**src/panel_consts.svh**
```systemverilog
// board control constants
// frame layout, register map and reset values of the control block
`ifndef PANEL_CONSTS_SVH
`define PANEL_CONSTS_SVH

////////////////////////////////////////
// spi frame layout

// full frame, address byte then value byte
`define SPI_FRAME_BITS 16
`define SPI_ADDR_BITS 8
`define SPI_VALUE_BITS (`SPI_FRAME_BITS - `SPI_ADDR_BITS)

// sampled bit counter, saturates at all ones
`define SPI_CNT_BITS 5

////////////////////////////////////////
// control registers

`define CTRL_NIB_BITS 4
`define CHIP_SEL_LINES 8

// register map
`define ADDR_POWERUP 8'd6
`define ADDR_LED 8'd7
`define ADDR_SPI_MUX 8'd8
`define ADDR_DAC 8'd9
`define ADDR_SOFT_RST 8'd11
`define ADDR_ADC 8'd14

// dac control lines idle high after reset
`define DAC_RESET_VAL 4'b1111

`endif

```
**src/panel_pkg.sv**
```systemverilog
// board control types
// frame, register file and strobe bundles shared by the spi control block
package panel_pkg;

  `include "panel_consts.svh"

  ////////////////////////////////////////
  // received frame

  // addr is the first byte on the wire, so it sits in the msbs
  typedef struct packed {
    logic [`SPI_ADDR_BITS-1:0]  addr;
    logic [`SPI_VALUE_BITS-1:0] value;
  } spi_frame_t;

  ////////////////////////////////////////
  // register file

  // led, dac and adc use set/clear/toggle
  // spi_mux is a one-hot peripheral select
  typedef struct packed {
    logic [`CTRL_NIB_BITS-1:0]  led;
    logic [`CHIP_SEL_LINES-1:0] spi_mux;
    logic [`CTRL_NIB_BITS-1:0]  dac;
    logic [`CTRL_NIB_BITS-1:0]  adc;
  } ctrl_regs_t;

  ////////////////////////////////////////
  // frame strobes

  // single clk pulses from the frame fsm
  // start on cs_n fall
  // sample on sclk rise, drive on sclk fall
  // commit on cs_n rise after a full frame
  typedef struct packed {
    logic start;
    logic sample;
    logic drive;
    logic commit;
  } spi_strobe_t;

endpackage

```
**src/spi_frame_fsm.sv**
```systemverilog
// spi frame control
// synchronizes the spi pins into clk, detects sclk and cs_n edges
// and steps each frame through idle, shift, commit or discard
`timescale 1ns/1ps

module spi_frame_fsm (
  input  logic                    clk,
  input  logic                    rst_n,
  input  logic                    sclk,
  input  logic                    cs_n,
  input  logic                    mosi,
  input  logic                    frame_full,
  output panel_pkg::spi_strobe_t  strobe,
  output logic                    mosi_sync
);

  import panel_pkg::*;

  typedef enum logic [1:0] {
    ST_IDLE,
    ST_SHIFT,
    ST_COMMIT,
    ST_DISCARD
  } frame_state_t;

  frame_state_t state_q;
  frame_state_t state_d;
  spi_strobe_t  strobe_d;

  // two sync stages plus one history stage per pin
  logic [2:0] sclk_q;
  logic [2:0] cs_q;
  logic [1:0] mosi_q;

  logic sclk_rise;
  logic sclk_fall;
  logic cs_fall;
  logic cs_rise;

  ////////////////////////////////////////
  // pin synchronizers

  // sclk idles low in mode 0, cs_n idles high
  always_ff @(posedge clk or negedge rst_n)
  begin
    if (!rst_n)
    begin
      sclk_q    <= 3'b000;
      cs_q      <= 3'b111;
      mosi_q    <= 2'b00;
      mosi_sync <= 1'b0;
    end
    else
    begin
      sclk_q    <= {sclk_q[1:0], sclk};
      cs_q      <= {cs_q[1:0], cs_n};
      mosi_q    <= {mosi_q[0], mosi};
      // extra stage lines mosi up with the registered strobes
      mosi_sync <= mosi_q[1];
    end
  end

  assign sclk_rise = sclk_q[1] & ~sclk_q[2];
  assign sclk_fall = ~sclk_q[1] & sclk_q[2];
  assign cs_fall   = ~cs_q[1] & cs_q[2];
  assign cs_rise   = cs_q[1] & ~cs_q[2];

  ////////////////////////////////////////
  // frame state machine

  always_comb
  begin
    state_d  = state_q;
    strobe_d = '0;
    case (state_q)
      ST_SHIFT:
      begin
        if (cs_rise)
        begin
          // only an exact 16 bit frame reaches the registers
          if (frame_full)
          begin
            state_d         = ST_COMMIT;
            strobe_d.commit = 1'b1;
          end
          else
            state_d = ST_DISCARD;
        end
        else
        begin
          strobe_d.sample = sclk_rise;
          strobe_d.drive  = sclk_fall;
        end
      end
      default:
      begin
        // idle, commit and discard all wait for the next cs_n fall
        if (cs_fall)
        begin
          state_d        = ST_SHIFT;
          strobe_d.start = 1'b1;
        end
        else
          state_d = ST_IDLE;
      end
    endcase
  end

  // strobes registered, pin edge to strobe is 3 clk
  always_ff @(posedge clk or negedge rst_n)
  begin
    if (!rst_n)
    begin
      state_q <= ST_IDLE;
      strobe  <= '0;
    end
    else
    begin
      state_q <= state_d;
      strobe  <= strobe_d;
    end
  end

endmodule

```
**src/spi_bit_counter.sv**
```systemverilog
// spi bit counter
// counts sampled bits of a frame, flags the address boundary and a full frame
`timescale 1ns/1ps

`include "panel_consts.svh"

module spi_bit_counter (
  input  logic                    clk,
  input  logic                    rst_n,
  input  panel_pkg::spi_strobe_t  strobe,
  output logic                    addr_done,
  output logic                    frame_full
);

  logic [`SPI_CNT_BITS-1:0] bit_cnt;

  // restart on cs_n fall
  // holds at all ones so long frames never wrap back to 16
  always_ff @(posedge clk or negedge rst_n)
  begin
    if (!rst_n)
      bit_cnt <= '0;
    else if (strobe.start)
      bit_cnt <= '0;
    else if (strobe.sample && bit_cnt != '1)
      bit_cnt <= bit_cnt + 1'b1;
  end

  // address byte complete
  assign addr_done  = (bit_cnt == `SPI_CNT_BITS'(`SPI_ADDR_BITS));
  // exactly one frame of bits seen
  assign frame_full = (bit_cnt == `SPI_CNT_BITS'(`SPI_FRAME_BITS));

endmodule

```
**src/spi_shifter.sv**
```systemverilog
// spi data shifter
// shifts mosi into the frame register and the readback byte out on dout
`timescale 1ns/1ps

`include "panel_consts.svh"

module spi_shifter (
  input  logic                        clk,
  input  logic                        rst_n,
  input  panel_pkg::spi_strobe_t      strobe,
  input  logic                        mosi_sync,
  input  logic                        addr_done,
  input  logic [`SPI_VALUE_BITS-1:0]  rd_data,
  output panel_pkg::spi_frame_t       frame,
  output logic                        dout
);

  logic [`SPI_FRAME_BITS-1:0] shift_in;
  logic [`SPI_VALUE_BITS-1:0] shift_out;

  ////////////////////////////////////////
  // receive side

  // msb first, newest bit lands in bit 0
  always_ff @(posedge clk)
  begin
    if (strobe.sample)
      shift_in <= {shift_in[`SPI_FRAME_BITS-2:0], mosi_sync};
  end

  // at the address boundary only 8 bits are in, so the address
  // is still in the low byte
  // a full frame has it in the high byte
  always_comb
  begin
    frame.value = shift_in[`SPI_VALUE_BITS-1:0];
    if (addr_done)
      frame.addr = shift_in[`SPI_ADDR_BITS-1:0];
    else
      frame.addr = shift_in[`SPI_FRAME_BITS-1:`SPI_VALUE_BITS];
  end

  ////////////////////////////////////////
  // transmit side

  // load on the sclk fall after the address byte
  // zero fill, so dout drops to 0 once the read byte is out
  always_ff @(posedge clk or negedge rst_n)
  begin
    if (!rst_n)
      shift_out <= '0;
    else if (strobe.start || strobe.commit)
      shift_out <= '0;
    else if (strobe.drive)
    begin
      if (addr_done)
        shift_out <= rd_data;
      else
        shift_out <= {shift_out[`SPI_VALUE_BITS-2:0], 1'b0};
    end
  end

  // mode 0, host samples this on the next sclk rise
  assign dout = shift_out[`SPI_VALUE_BITS-1];

endmodule

```
**src/ctrl_reg_bank.sv**
```systemverilog
// control register bank
// applies committed frames to led, spi_mux, dac and adc
// and decodes the readback byte from the frame address
`timescale 1ns/1ps

`include "panel_consts.svh"

module ctrl_reg_bank (
  input  logic                        clk,
  input  logic                        rst_n,
  input  panel_pkg::spi_strobe_t      strobe,
  input  panel_pkg::spi_frame_t       frame,
  output panel_pkg::ctrl_regs_t       regs,
  output logic [`SPI_VALUE_BITS-1:0]  rd_data
);

  ////////////////////////////////////////
  // write rules

  // low nibble sets, high nibble clears
  // bits named in both nibbles toggle, and then nothing else changes
  function automatic logic [`CTRL_NIB_BITS-1:0] nib_update(
    input logic [`CTRL_NIB_BITS-1:0]  cur,
    input logic [`SPI_VALUE_BITS-1:0] value
  );
    logic [`CTRL_NIB_BITS-1:0] set_bits;
    logic [`CTRL_NIB_BITS-1:0] clr_bits;
    logic [`CTRL_NIB_BITS-1:0] tgl_bits;
    set_bits = value[`CTRL_NIB_BITS-1:0];
    clr_bits = value[2*`CTRL_NIB_BITS-1:`CTRL_NIB_BITS];
    tgl_bits = set_bits & clr_bits;
    if (tgl_bits != '0)
      nib_update = cur ^ tgl_bits;
    else
      nib_update = (cur | set_bits) & ~clr_bits;
  endfunction

  // value n picks line n-1
  // 0 or out of range deselects everything
  function automatic logic [`CHIP_SEL_LINES-1:0] one_hot_sel(
    input logic [`SPI_VALUE_BITS-1:0] value
  );
    if (value == '0 || value > `SPI_VALUE_BITS'(`CHIP_SEL_LINES))
      one_hot_sel = '0;
    else
      one_hot_sel = `CHIP_SEL_LINES'(1) << (value - 1'b1);
  endfunction

  ////////////////////////////////////////
  // registers

  always_ff @(posedge clk or negedge rst_n)
  begin
    if (!rst_n)
    begin
      regs.led     <= '0;
      regs.spi_mux <= '0;
      regs.dac     <= `DAC_RESET_VAL;
      regs.adc     <= '0;
    end
    else if (strobe.commit)
    begin
      case (frame.addr)
        `ADDR_LED:     regs.led     <= nib_update(regs.led, frame.value);
        `ADDR_SPI_MUX: regs.spi_mux <= one_hot_sel(frame.value);
        `ADDR_DAC:     regs.dac     <= nib_update(regs.dac, frame.value);
        `ADDR_ADC:     regs.adc     <= nib_update(regs.adc, frame.value);
        // soft reset, everything to zero including dac
        `ADDR_SOFT_RST:
        begin
          regs.led     <= '0;
          regs.spi_mux <= '0;
          regs.dac     <= '0;
          regs.adc     <= '0;
        end
        // power-up, dac and mux already set up, leave them
        `ADDR_POWERUP:
        begin
          regs.led <= '0;
          regs.adc <= '0;
        end
        // unknown address, no change
        default:
        begin
        end
      endcase
    end
  end

  ////////////////////////////////////////
  // readback

  // adc has no readback
  always_comb
  begin
    case (frame.addr)
      `ADDR_LED:     rd_data = `SPI_VALUE_BITS'(regs.led);
      `ADDR_SPI_MUX: rd_data = `SPI_VALUE_BITS'(regs.spi_mux);
      `ADDR_DAC:     rd_data = `SPI_VALUE_BITS'(regs.dac);
      default:       rd_data = '0;
    endcase
  end

endmodule

```
**src/periph_spi_mux.sv**
```systemverilog
// peripheral spi switch
// with cs2_n low the selected peripheral gets the chip select and drives miso
// with cs2_n high miso carries the register bank readback
`timescale 1ns/1ps

`include "panel_consts.svh"

module periph_spi_mux (
  input  logic                        cs2_n,
  input  logic [`CHIP_SEL_LINES-1:0]  spi_mux,
  input  logic                        dout,
  input  logic [`CHIP_SEL_LINES-1:0]  periph_miso,
  output logic [`CHIP_SEL_LINES-1:0]  periph_cs_n,
  output logic                        miso
);

  logic [`CHIP_SEL_LINES-1:0] miso_hit;

  // only the selected line can pass its miso
  assign miso_hit = spi_mux & periph_miso;

  always_comb
  begin
    if (cs2_n)
    begin
      // pass-through idle, all peripherals deselected
      periph_cs_n = '1;
      miso        = dout;
    end
    else
    begin
      // active low selects follow cs2_n
      periph_cs_n = ~spi_mux;
      // nothing selected reads as 0
      miso        = |miso_hit;
    end
  end

endmodule

```
**src/panel_top.sv**
```systemverilog
// board control top
// spi register interface on cs_n plus a peripheral spi switch on cs2_n
`timescale 1ns/1ps

`include "panel_consts.svh"

module panel_top (
  input  logic                        clk,
  input  logic                        rst_n,
  input  logic                        sclk,
  input  logic                        cs_n,
  input  logic                        mosi,
  input  logic                        cs2_n,
  input  logic [`CHIP_SEL_LINES-1:0]  periph_miso,
  output logic                        miso,
  output logic [`CHIP_SEL_LINES-1:0]  periph_cs_n,
  output logic                        periph_sclk,
  output logic                        periph_mosi,
  output logic [`CTRL_NIB_BITS-1:0]   led,
  output logic [`CTRL_NIB_BITS-1:0]   dac_ctrl,
  output logic [`CTRL_NIB_BITS-1:0]   adc_ctrl
);

  import panel_pkg::*;

  spi_strobe_t                strobe;
  spi_frame_t                 frame;
  ctrl_regs_t                 regs;
  logic                       mosi_sync;
  logic                       addr_done;
  logic                       frame_full;
  logic                       dout;
  logic [`SPI_VALUE_BITS-1:0] rd_data;

  ////////////////////////////////////////
  // register interface

  spi_frame_fsm u_frame_fsm (
    .clk        (clk),
    .rst_n      (rst_n),
    .sclk       (sclk),
    .cs_n       (cs_n),
    .mosi       (mosi),
    .frame_full (frame_full),
    .strobe     (strobe),
    .mosi_sync  (mosi_sync)
  );

  spi_bit_counter u_bit_counter (
    .clk        (clk),
    .rst_n      (rst_n),
    .strobe     (strobe),
    .addr_done  (addr_done),
    .frame_full (frame_full)
  );

  spi_shifter u_shifter (
    .clk        (clk),
    .rst_n      (rst_n),
    .strobe     (strobe),
    .mosi_sync  (mosi_sync),
    .addr_done  (addr_done),
    .rd_data    (rd_data),
    .frame      (frame),
    .dout       (dout)
  );

  ctrl_reg_bank u_reg_bank (
    .clk        (clk),
    .rst_n      (rst_n),
    .strobe     (strobe),
    .frame      (frame),
    .regs       (regs),
    .rd_data    (rd_data)
  );

  ////////////////////////////////////////
  // peripheral switch

  periph_spi_mux u_periph_mux (
    .cs2_n       (cs2_n),
    .spi_mux     (regs.spi_mux),
    .dout        (dout),
    .periph_miso (periph_miso),
    .periph_cs_n (periph_cs_n),
    .miso        (miso)
  );

  // clock and data fan straight out to every peripheral
  assign periph_sclk = sclk;
  assign periph_mosi = mosi;

  // board control lines
  assign led      = regs.led;
  assign dac_ctrl = regs.dac;
  assign adc_ctrl = regs.adc;

endmodule

```
**config.mk**
```make
export PLATFORM = sky130hd
export DESIGN_NAME = panel_top
export DESIGN_NICKNAME = d
export VERILOG_FILES = /design/src/panel_pkg.sv /design/src/spi_frame_fsm.sv /design/src/spi_bit_counter.sv /design/src/spi_shifter.sv /design/src/ctrl_reg_bank.sv /design/src/periph_spi_mux.sv /design/src/panel_top.sv
export VERILOG_INCLUDE_DIRS = /design/src
export SDC_FILE = /design/constraint.sdc
export NUM_CORES = 1
export LEC_CHECK = 0
export BUFFER_PORTS_ARGS = -buffer_cell sky130_fd_sc_hd__buf_2
export CORE_MARGIN = 2
export CORE_UTILIZATION = 40
export DETAILED_ROUTE_END_ITERATION = 10
export PLACE_DENSITY = 0.69
export SLEW_MARGIN = 20
export SYNTH_ARGS = -nofsm -noshare
export SYNTH_HDL_FRONTEND = slang
export SYNTH_SLANG_ARGS = --single-unit
```
**constraint.sdc**
```tcl
create_clock -name clk -period 4.2 [get_ports clk]
set_input_delay 0.63 -clock clk [delete_from_list [all_inputs] [get_ports clk]]
set_output_delay 0.63 -clock clk [all_outputs]
set_load 0.01 [all_outputs]
```
== Word level (Yosys, flattened, before mapping) ==
Index checks and enable logic that the tools add are counted.

* Bits in registers: 64
* Bits in latches: 0
* Bits in writable memories: 0
* Bits in read-only memories: 0
* Logic and storage cells: 96
* Memories kept: 0

* $add $sub $neg: 2
* Multipliers: 0
* Div/mod/pow operators: 0
* $lt $le $gt $ge: 1
* Equal/unequal tests: 11
* Shifts and indexed selects: 1
* Muxes and demuxes: 27
* Bitwise operators: 21
* Reduce and logical (&&, ||, !) cells: 17

{| class="wikitable"
|+ Operators with widths
! kind !! number
|-
| $mux 8 || 6
|-
| $eq 8x4->1 const B || 4
|-
| $pmux 4 s2 || 3
|-
| $pmux 8 s3 || 1
|-
| $and 4x4->4 || 4
|-
| $eq 8x3->1 const B || 2
|-
| $pmux 8 s2 || 1
|-
| $mux 4 || 3
|-
| $or 4x4->4 || 3
|-
| $reduce_bool 2->1 || 6
|-
| $xor 4x4->4 || 3
|-
| $mux 5 || 2
|-
| $and 8x8->8 || 1
|-
| $gt 8x4->1 const B || 1
|-
| $logic_not 8->1 || 1
|-
| $not 8->8 || 1
|-
| $reduce_and 2->1 || 4
|-
| $reduce_or 8->1 || 1
|-
| $shl 1x8->8 const A || 1
|-
| $sub 8x1->8 const B || 1
|-
| $mux 1 || 7
|-
| $mux 2 || 3
|-
| $add 5x1->5 const B || 1
|-
| $eq 5x4->1 const B || 1
|-
| 12 further kinds || 19
|}

== Logic depth before layout (Yosys ltp) ==
Gate-level depths: netlist of the first run.

* Depth in word-level cells: 7
* Depth in mapped cells: 10

== Modules after synthesis ==
A second synthesis of the first run with hierarchy kept.

* Cell total of the unflattened synthesis: 328
* Area, all modules: 3487.1 µm²

{| class="wikitable"
|+ Modules (own cells, without submodules)
! module !! times used !! cells an instance !! area an instance (µm²) !! seq. area each (µm²)
|-
| ctrl_reg_bank || 1 || 200 || 1589.0 || 505.5
|-
| spi_shifter || 1 || 61 || 1019.7 || 680.7
|-
| spi_frame_fsm || 1 || 24 || 454.2 || 379.1
|-
| spi_bit_counter || 1 || 27 || 307.8 || 125.1
|-
| periph_spi_mux || 1 || 14 || 101.3 || 0.0
|-
| panel_top || 1 || 2 || 15.0 || 0.0
|}

== Worst setup path before layout of the first run ==
OpenSTA, ideal clock, no wires.

* Kind: register to register
* Start point: register u_bit_counter.bit_cnt[0]
* End point: register u_reg_bank.regs[18] (netlist name)
* Library setup time: 80 ps
* Arrival: 1823 ps
* Data required time: 4120 ps
* Path slack: 2297 ps
* Cell stages (with the launch flop): 10
* Path buffers: 1
* Period minus slack after synthesis: 1903 ps
* Cells stage by stage: dfrtp_1 > inv_1 > ha_1 > nor4bb_1 > buf_2 > nand2_2 > o32ai_4 > nor2_2 > o31a_1 > o22ai_2

* Word-level cells in the longest chain between the ends: 6
* Elaborated cells on any way between the ends: 9
* Classes of those cells: eq/ne: 4; mux: 2; reduce/logical: 3

{| class="wikitable"
|+ Ends and longest elaborated chain
! item !! line !! RTL
|-
| start, declared || spi_bit_counter.sv:15 || <nowiki>logic [`SPI_CNT_BITS-1:0] bit_cnt;</nowiki>
|-
| start signal, assigned || spi_bit_counter.sv:26 || <nowiki>bit_cnt <= bit_cnt + 1'b1;</nowiki>
|-
| $eq 5x4->1 (*) || spi_bit_counter.sv:30 || <nowiki>assign addr_done = (bit_cnt == `SPI_CNT_BITS'(`SPI_ADDR_BITS));</nowiki>
|-
| $mux 8 (*) || spi_shifter.sv:37 || <nowiki>if (addr_done)</nowiki>
|-
| $eq 8x4->1 or $eq 8x3->1 (tied branches) || ctrl_reg_bank.sv:63 || <nowiki>case (frame.addr)</nowiki>
|-
| $reduce_or 2->1 (no line) || -- ||
|-
| $reduce_bool 2->1 (no line) || -- ||
|-
| $reduce_and 2->1 (no line) || -- ||
|}

Every way passes the cells marked *; elsewhere a longest branch is shown, timed or not.
A chain may end at the register's enable or synchronous reset.

== Worst setup path in the final report of the first run ==
* Start point: register u_bit_counter.bit_cnt[0]
* End point: register u_shifter.shift_out[2]

* Word-level cells in the longest chain between the ends: 7
* Elaborated cells on any way between the ends: 9
* Classes of those cells: eq/ne: 4; mux: 5

{| class="wikitable"
|+ Ends and longest elaborated chain
! item !! line !! RTL
|-
| $eq 5x4->1 (*) || spi_bit_counter.sv:30 ||
|-
| $mux 8 || spi_shifter.sv:37 ||
|-
| $eq 8x4->1 or $eq 8x3->1 (tied branches) || ctrl_reg_bank.sv:96 || <nowiki>case (frame.addr)</nowiki>
|-
| $pmux 8 s3 || ctrl_reg_bank.sv:96 ||
|-
| $mux 8 (*) || spi_shifter.sv:56 || <nowiki>if (addr_done)</nowiki>
|-
| $mux 8 (*) || spi_shifter.sv:54 || <nowiki>else if (strobe.drive)</nowiki>
|-
| $mux 8 (*) || spi_shifter.sv:52 || <nowiki>else if (strobe.start || strobe.commit)</nowiki>
|-
| end signal, assigned || spi_shifter.sv:57 || <nowiki>shift_out <= rd_data;</nowiki>
|-
| end signal, assigned || spi_shifter.sv:59 || <nowiki>shift_out <= {shift_out[`SPI_VALUE_BITS-2:0], 1'b0};</nowiki>
|-
| end, declared || spi_shifter.sv:19 || <nowiki>logic [`SPI_VALUE_BITS-1:0] shift_out;</nowiki>
|}

Every way passes the cells marked *; elsewhere a longest branch is shown, timed or not. The select of a mux whose other input is x is not followed.

==> results of run 1 <==
[cells in the mapped netlist (3+ instances only)]
| cell | count |
|---|---|
| o21ai_0 | 9 |
| o21ai_1 | 26 |
| nand4_1 | 9 |
| and3_1 | 3 |
| ha_1 | 5 |
| a21oi_1 | 6 |
| nand3b_1 | 3 |
| nor2b_1 | 5 |
| dfstp_2 | 7 |
| nand2_1 | 43 |
| edfxtp_1 | 16 |
| a22o_1 | 9 |
| a221o_1 | 3 |
| a22oi_1 | 9 |
| xor2_1 | 3 |
| nand3_1 | 7 |
| buf_2 | 4 |
| buf_4 | 15 |
| a32oi_1 | 9 |
| o22ai_1 | 5 |
| xnor2_1 | 3 |
| dfrtp_1 | 41 |
| inv_1 | 6 |
| nor2_1 | 18 |
| nand2b_1 | 13 |
| nor3_1 | 6 |
[state kept, by name, indices dropped and copies added (netlist names)]
register	flops
u_reg_bank.regs	20
u_shifter.shift_in	16
u_shifter.shift_out	8
u_bit_counter.bit_cnt	5
u_frame_fsm.strobe	4
u_frame_fsm.cs_q	3
u_frame_fsm.sclk_q	3
u_frame_fsm.mosi_q	2
u_frame_fsm.state_q	2
u_frame_fsm.mosi_sync	1
[worst paths after layout]
path / from / endpoint / slack, ps / depth (start not counted)
hold reg to reg: u_frame_fsm.sclk_q[0] / u_frame_fsm.sclk_q[1] / 350 / 0
max in group asynchronous: rst_n / u_bit_counter.bit_cnt[4] / 3490 / 1
setup reg to reg: u_bit_counter.bit_cnt[0] / u_shifter.shift_out[2] / 1490 / 7
min in group clk: u_frame_fsm.sclk_q[0] / u_frame_fsm.sclk_q[1] / 350 / 0
setup / recovery: u_bit_counter.bit_cnt[0] / u_shifter.shift_out[2] / 1490 / 7
hold / removal: rst_n / u_reg_bank.regs[0] / 270 / 1
[per-layer routing]
metal / up-vias / track usage / routed length, um
met5: - / 0 / 0
met4: 0 / 0.0893 / 215
met3: 25 / 0.0482 / 458
met2: 101 / 0.275 / 3540
met1: 1236 / 0.245 / 3370
li1: 1247 / - / -
[layout make-up]
type	count	area, sq um	share of cell area
clock buffers	12	176	0.0470
clock inverters	4	71.3	0.0190
inverters	6	22.5	0.00599
multi-input cells	231	1480	0.393
flip-flops and latches	64	1690	0.450
well taps	105	131	0.0350
repair buffers	37	190	0.0506
[per-stage QoR]
step / hold WS, ps / utilization
floorplan: 331 / -
global placement: 336 / 0.429
detailed placement: 336 / 0.429
CTS: 353 / 0.459
global route: 312 / 0.460
finish: 271 / 0.460
[logic make-up (layout without fill, tap and decap cells)]
family	after synthesis	count (layout)
simple gates	124	124
compound gates	93	93
flops	64	64
buf+inv	30	59
xor+xnor	6	6
fa+ha+maj	5	5
mux	3	3
[power breakdown]
| group | internal, mW | total (mW) | switching [mW] |
|---|---|---|---|
| logic | 0.0429 | 0.104 | 0.0610 |
| clock network | 0.402 | 0.637 | 0.235 |
| registers | 0.669 | 0.704 | 0.0353 |
[critical path: stages, from the launching register on]
cell       delay, ps
dfrtp_1          420
inv_1             70
ha_1             180
nand4bb_1        690
o21ai_0          560
a21oi_1          140
a22o_1           210
a221o_1          310
[layout by cell type (no fill, tap or decap), drive strengths merged, types with 3 or more instances in the layout]
cell | Yosys | layout
nand2b | 13 | 13
nand2 | 45 | 45
nand3b | 3 | 3
nor3 | 6 | 6
xnor2 | 3 | 3
nor2 | 19 | 19
and3 | 3 | 3
nor4 | 4 | 4
dfstp | 7 | 7
a21oi | 6 | 6
nand4 | 9 | 9
a22oi | 9 | 9
inv | 6 | 7
a22o | 9 | 9
dfrtp | 41 | 41
buf | 22 | 37
a221o | 3 | 3
edfxtp | 16 | 16
o21ai | 35 | 35
nor2b | 5 | 5
o22ai | 6 | 6
ha | 5 | 5
a32oi | 9 | 9
xor2 | 3 | 3
nand3 | 7 | 7
clkbuf | 2 | 12
==> flow_summary.toml, run 1 <==
[run_status]
status = "complete, no violations"

[power]
leakagePower_nw = 1.52
power.density_nw_per_um2 = 384
vdd_drop_max_uv = 224
p_total_mw = 1.44

[detailed_routing]
wirelength_mm = 7.58
first_iter_violations = 292
via_count = 2609
dr.pass1.iters = 6
ant_nets = 0
wire_per_inst_um = 16.5
route.detailed.drc = 0
vias_per_cell = 5.68

[logic_synthesis]
synth_largest_area_cell = "dfrtp_1"
ys_warn_count = 0
synthTopCellsByArea = "dfrtp_1 (31%), edfxtp_1 (14%), dfstp_2 (5.5%)"
async_flop_share = 0.750
synth_fp_nets = 344
synth.area.mux_share = 0.00935
synth_adder_area_share = 0.0187
synth_edf_count = 16
ys_seq_area_frac = 0.505
syn-cell-area_sq_um = 3350
postSynthCellCount = 325
synthSimpleGateAreaFrac = 0.199
synth_xor_area_frac = 0.0157
syn_avg_cell_area_sq_um = 10.3
synth_top_family_by_area = "simple AND/OR/NAND/NOR gates"
synth.distinct_cells = 57
synth-compound-area-share = 0.198
ys.flop_type = "dfrtp_1"
synth_top_area_share = 0.307
synth-seq-cells = 64

[timing]
min_period_ps = 2710
fin_worst_skew_ps = 9.55
fmax_mhz = 369
post-route-worst-setup-slack_ps = 1490
fin_crit_sh = 0.644
rsz0062_at_grt = "false"
slew_headroom = 0.358
setup_viol = 0
finalHoldViolations = 0
maxSlewViolCount = 0
tightest_slew_ps = 955
tns_ps = 0

[clock_tree]
tritoncts = "built"
cts_made_buffers = 9
htreeDepth = 3
cts_buffer_depth = 2
clock_sinks = 64
cts_setup_buffers = 0
cts_root_buf = "clkbuf_8"
clk_latency_ps = 350
holdBufCountCts = 0
clk_pin_slew_ps = 70
cts_resized = 0

[floorplan]
pin_count = 37
fp.dieH_um = 95.5
die_x_um = 95.5
rows = 33
fp.dieArea_sq_um = 9120
core_area_sq_um = 8180
start_util = 0.409

[hold_path]
min_path_type = "in -> async"

[placed_design]
placed_cell_area_sq_um = 3510
portBuffers = 36
gp_congestion = 0.936
dp_cells = 443
dpl.hpwl_mm = 5.33
dp_slack_ps = 1540

[setup_path]
required_ps = 4430
critical_path_arrival_ps = 2930
crit_fanout = 20
worstSetupPathType = "reg -> reg"
worstSetupStartpointType = "register"
endpoint_kind = "register"

[global_routing]
grt_util_all_layers = 0.183
grt_pass1_wl_mm = 12.5
grt_max_degree = 49
grt-ovfl-total = 0
grt_pass1_vias = 2445
antenna_found_initial = 0

[flow_run]
cap_violations = 0

[cells_and_area]
stdcell_count = 459
nNetsFinal = 368
syn_to_final_growth_pct = 12.3
drive_gt1_frac = 0.209
diodes = 0
fillers = 781
fin_area_sq_um = 3760
Power figures use the tool's default switching activity.
==> inputs of run 2 (changes only) <==
--- a/config.mk
+++ b/config.mk
@@ -6,11 +6,12 @@
 export SDC_FILE = /design/constraint.sdc
 export NUM_CORES = 1
 export LEC_CHECK = 0
+export ABC_AREA = 1
 export BUFFER_PORTS_ARGS = -buffer_cell sky130_fd_sc_hd__buf_2
 export CORE_MARGIN = 2
 export CORE_UTILIZATION = 40
 export DETAILED_ROUTE_END_ITERATION = 10
-export PLACE_DENSITY = 0.69
+export PLACE_DENSITY = 0.71
 export SLEW_MARGIN = 20
 export SYNTH_ARGS = -nofsm -noshare
 export SYNTH_HDL_FRONTEND = slang
==> constraint.sdc (replaced) <==
create_clock -name clk -period 2.2 [get_ports clk]
set_input_delay 0.33 -clock clk [delete_from_list [all_inputs] [get_ports clk]]
set_output_delay 0.33 -clock clk [all_outputs]
set_load 0.01 [all_outputs]
==> run 2 against run 1 <==
Clock power is 65% higher. Worst hold slack worse by 260 ps. Clock skew is 1.3 ps higher. Power is 91% higher. Utilization is 1.5 points higher. Sequential cell count stayed put. Design area is 9.2% higher. Area after synthesis is 5.0% higher. Worst setup slack worse by 1400 ps. Wire length is 12% higher. Critical endpoint is now u_reg_bank.regs[7]. Largest cell class unchanged.
==> flow_summary.toml, run 2 <==
[logic_synthesis]
synth-compound-area-share = 0.122
synth_edf_count = 16
synth_xor_area_frac = 0.0199
synthSimpleGateAreaFrac = 0.265
ys.flop_type = "dfrtp_1"
ys_seq_area_frac = 0.481
synth-seq-cells = 64
synth.area.mux_share = 0
ys_warn_count = 0
synth_largest_area_cell = "dfrtp_1"
yosysMostFrequentCell = "nand2_1"
async_flop_share = 0.750
synth_common_cells = "nand2_1 (109), inv_1 (48), dfrtp_1 (41), o21ai_0 (37), nor2_1 (33)"
synth_fp_nets = 444
synth_top_area_share = 0.292
synth.distinct_cells = 36
synth_top_family_by_area = "simple AND/OR/NAND/NOR gates"
synth_adder_area_share = 0.0178
syn-cell-area_sq_um = 3510
synthTopCellsByArea = "dfrtp_1 (29%), edfxtp_1 (14%), nand2_1 (12%)"
postSynthCellCount = 425
syn_avg_cell_area_sq_um = 8.27

[floorplan]
rows = 34
fp.dieH_um = 97.7
die_x_um = 97.7
core_area_sq_um = 8640
start_util = 0.407
pin_count = 37
fp.dieArea_sq_um = 9550

[placed_design]
dp_cells = 561
portBuffers = 36
dpl.hpwl_mm = 6.03
dp_slack_ps = 11.2
placed_cell_area_sq_um = 3770
gp_congestion = 1.05

[timing]
fmax_mhz = 483
fin_worst_skew_ps = 10.8
maxSlewViolCount = 0
fin_crit_sh = 0.942
hold_ws_ps = 6.35
finalHoldViolations = 0
post-route-worst-setup-slack_ps = 128
min_period_ps = 2070
slew_headroom = 0.570
tns_ps = 0
setup_viol = 0
tightest_slew_ps = 644

[detailed_routing]
first_iter_violations = 193
ant_nets = 0
route.detailed.drc = 0
dr.pass1.iters = 4
vias_per_cell = 5.10
wirelength_mm = 8.49
wire_per_inst_um = 14.6
via_count = 2967

[setup_path]
endpoint_kind = "register"
slowest_stage = "dfrtp_1"
critical_path_arrival_ps = 2370
worstSetupStartpointType = "register"
path_cells = "inv_2 > ha_4 > nand2_4 > inv_4 > nand2_4 > nand2_1 > nand2_1 > nand2_2 > nor2_4 > buf_4 > nand3_2 > o21bai_1 > o21ai_1 > inv_1"
max_stage_delay_ps = 390
reg2reg_depth = 14
worstSetupPathType = "reg -> reg"
crit_fanout = 9
required_ps = 2500

[cells_and_area]
syn_to_final_growth_pct = 16.7
stdcell_count = 582
fin_area_sq_um = 4100
fillers = 836
final_common_cell = "nand2_1"
diodes = 0
drive_gt1_frac = 0.230
reg_top3 = "u_reg_bank.regs (20), u_shifter.shift_in (16), u_shifter.shift_out (8)"
largest_reg_flops = 20
final_cell_mix = "nand2_1 (102), inv_1 (46), dfrtp_1 (41), o21ai_0 (36), buf_2 (36)"
nNetsFinal = 488
regMostFlops = "u_reg_bank.regs"

[global_routing]
grt_pass1_vias = 2887
antenna_found_initial = 0
grt_max_degree = 30
grt-ovfl-total = 0
grt_util_all_layers = 0.182
grt_pass1_wl_mm = 13.9

[clock_tree]
cts_made_buffers = 9
htreeDepth = 3
holdBufCountCts = 0
clk_latency_ps = 350
cts_root_buf = "clkbuf_8"
tritoncts = "built"
clock_sinks = 64
clk_pin_slew_ps = 80
cts_buffer_depth = 2

[power]
leakagePower_nw = 2.00
vdd_drop_max_uv = 369
power.density_nw_per_um2 = 672

[flow_run]
cap_violations = 0

[hold_path]
min_path_type = "in -> async"

[run_status]
status = "complete, no violations"
==> run 2: logic make-up (layout without fill, tap and decap cells) <==
logic type | count (synthesis) | count (layout)
and+or+nand+nor | 204 | 204
AOI/OAI and AO/OA | 74 | 75
buffers and inverters | 70 | 118
DFF | 64 | 64
xor gates and xnor gates | 8 | 8
adders and majority gates | 5 | 5
==> run 2: final timing paths <==
check	slack [ps]	startpoint	to
max	130	u_bit_counter.bit_cnt[1]	u_reg_bank.regs[7]
min	6	rst_n	u_reg_bank.regs[14]
max reg2reg	130	u_bit_counter.bit_cnt[1]	u_reg_bank.regs[7]
min reg2reg	350	u_frame_fsm.sclk_q[0]	u_frame_fsm.sclk_q[1]
max in group asynchronous	1480	rst_n	u_frame_fsm.cs_q[2]
min in group clk	70	cs_n	u_frame_fsm.cs_q[0]
==> run 2: what timing repair did <==
item / in CTS / in global routing
pin swaps: 0 / 6
setup endpoints to repair: 1 / 28
resized for setup: 1 / 23
buffers inserted: 0 / 4
gates cloned: 0 / 1
==> run 2: per-stage QoR <==
stage / total power, mW / util
final: 2.76 / 0.475
after global routing: 2.90 / 0.475
after CTS: 2.74 / 0.462
after global placement: 1.67 / 0.437
after detailed placement: 1.68 / 0.437
after floorplan: 1.57 / -
==> run 2: worst max-delay path, delay by kind of cell, from the launching register on <==
kind,cells,cell delay [ps]
compound gates,2,330
fa+ha+maj,1,170
simple gates,7,770
flops,1,390
buf+inv,4,350
==> run 2: final cells by class <==
cell class	count	area, sq um	share of cell area
clock inverters	5	42.5	0.0104
well taps	108	135	0.0329
flip-flops and latches	64	1690	0.412
multi-input cells	292	1570	0.383
clock buffers	11	174	0.0424
inverters	51	194	0.0473
repair buffers	51	293	0.0714
==> run 2: report_power, final <==
part | total (mW) | internal (mW) | switching (mW)
Sequential | 1.33 | 1.28 | 0.0558
Combinational | 0.368 | 0.125 | 0.243
Clock | 1.05 | 0.557 | 0.497
==> run 2: layer usage <==
| layer | GRT usage | routed length (um) | part of all wire | vias to the layer above |
|---|---|---|---|---|
| met5 | 0 | 0 | 0 | - |
| met4 | 0.0673 | 142 | 0.017 | 0 |
| met3 | 0.0475 | 560 | 0.066 | 12 |
| met2 | 0.288 | 4060 | 0.48 | 96 |
| met1 | 0.244 | 3720 | 0.44 | 1372 |
| li1 | - | - | - | 1487 |
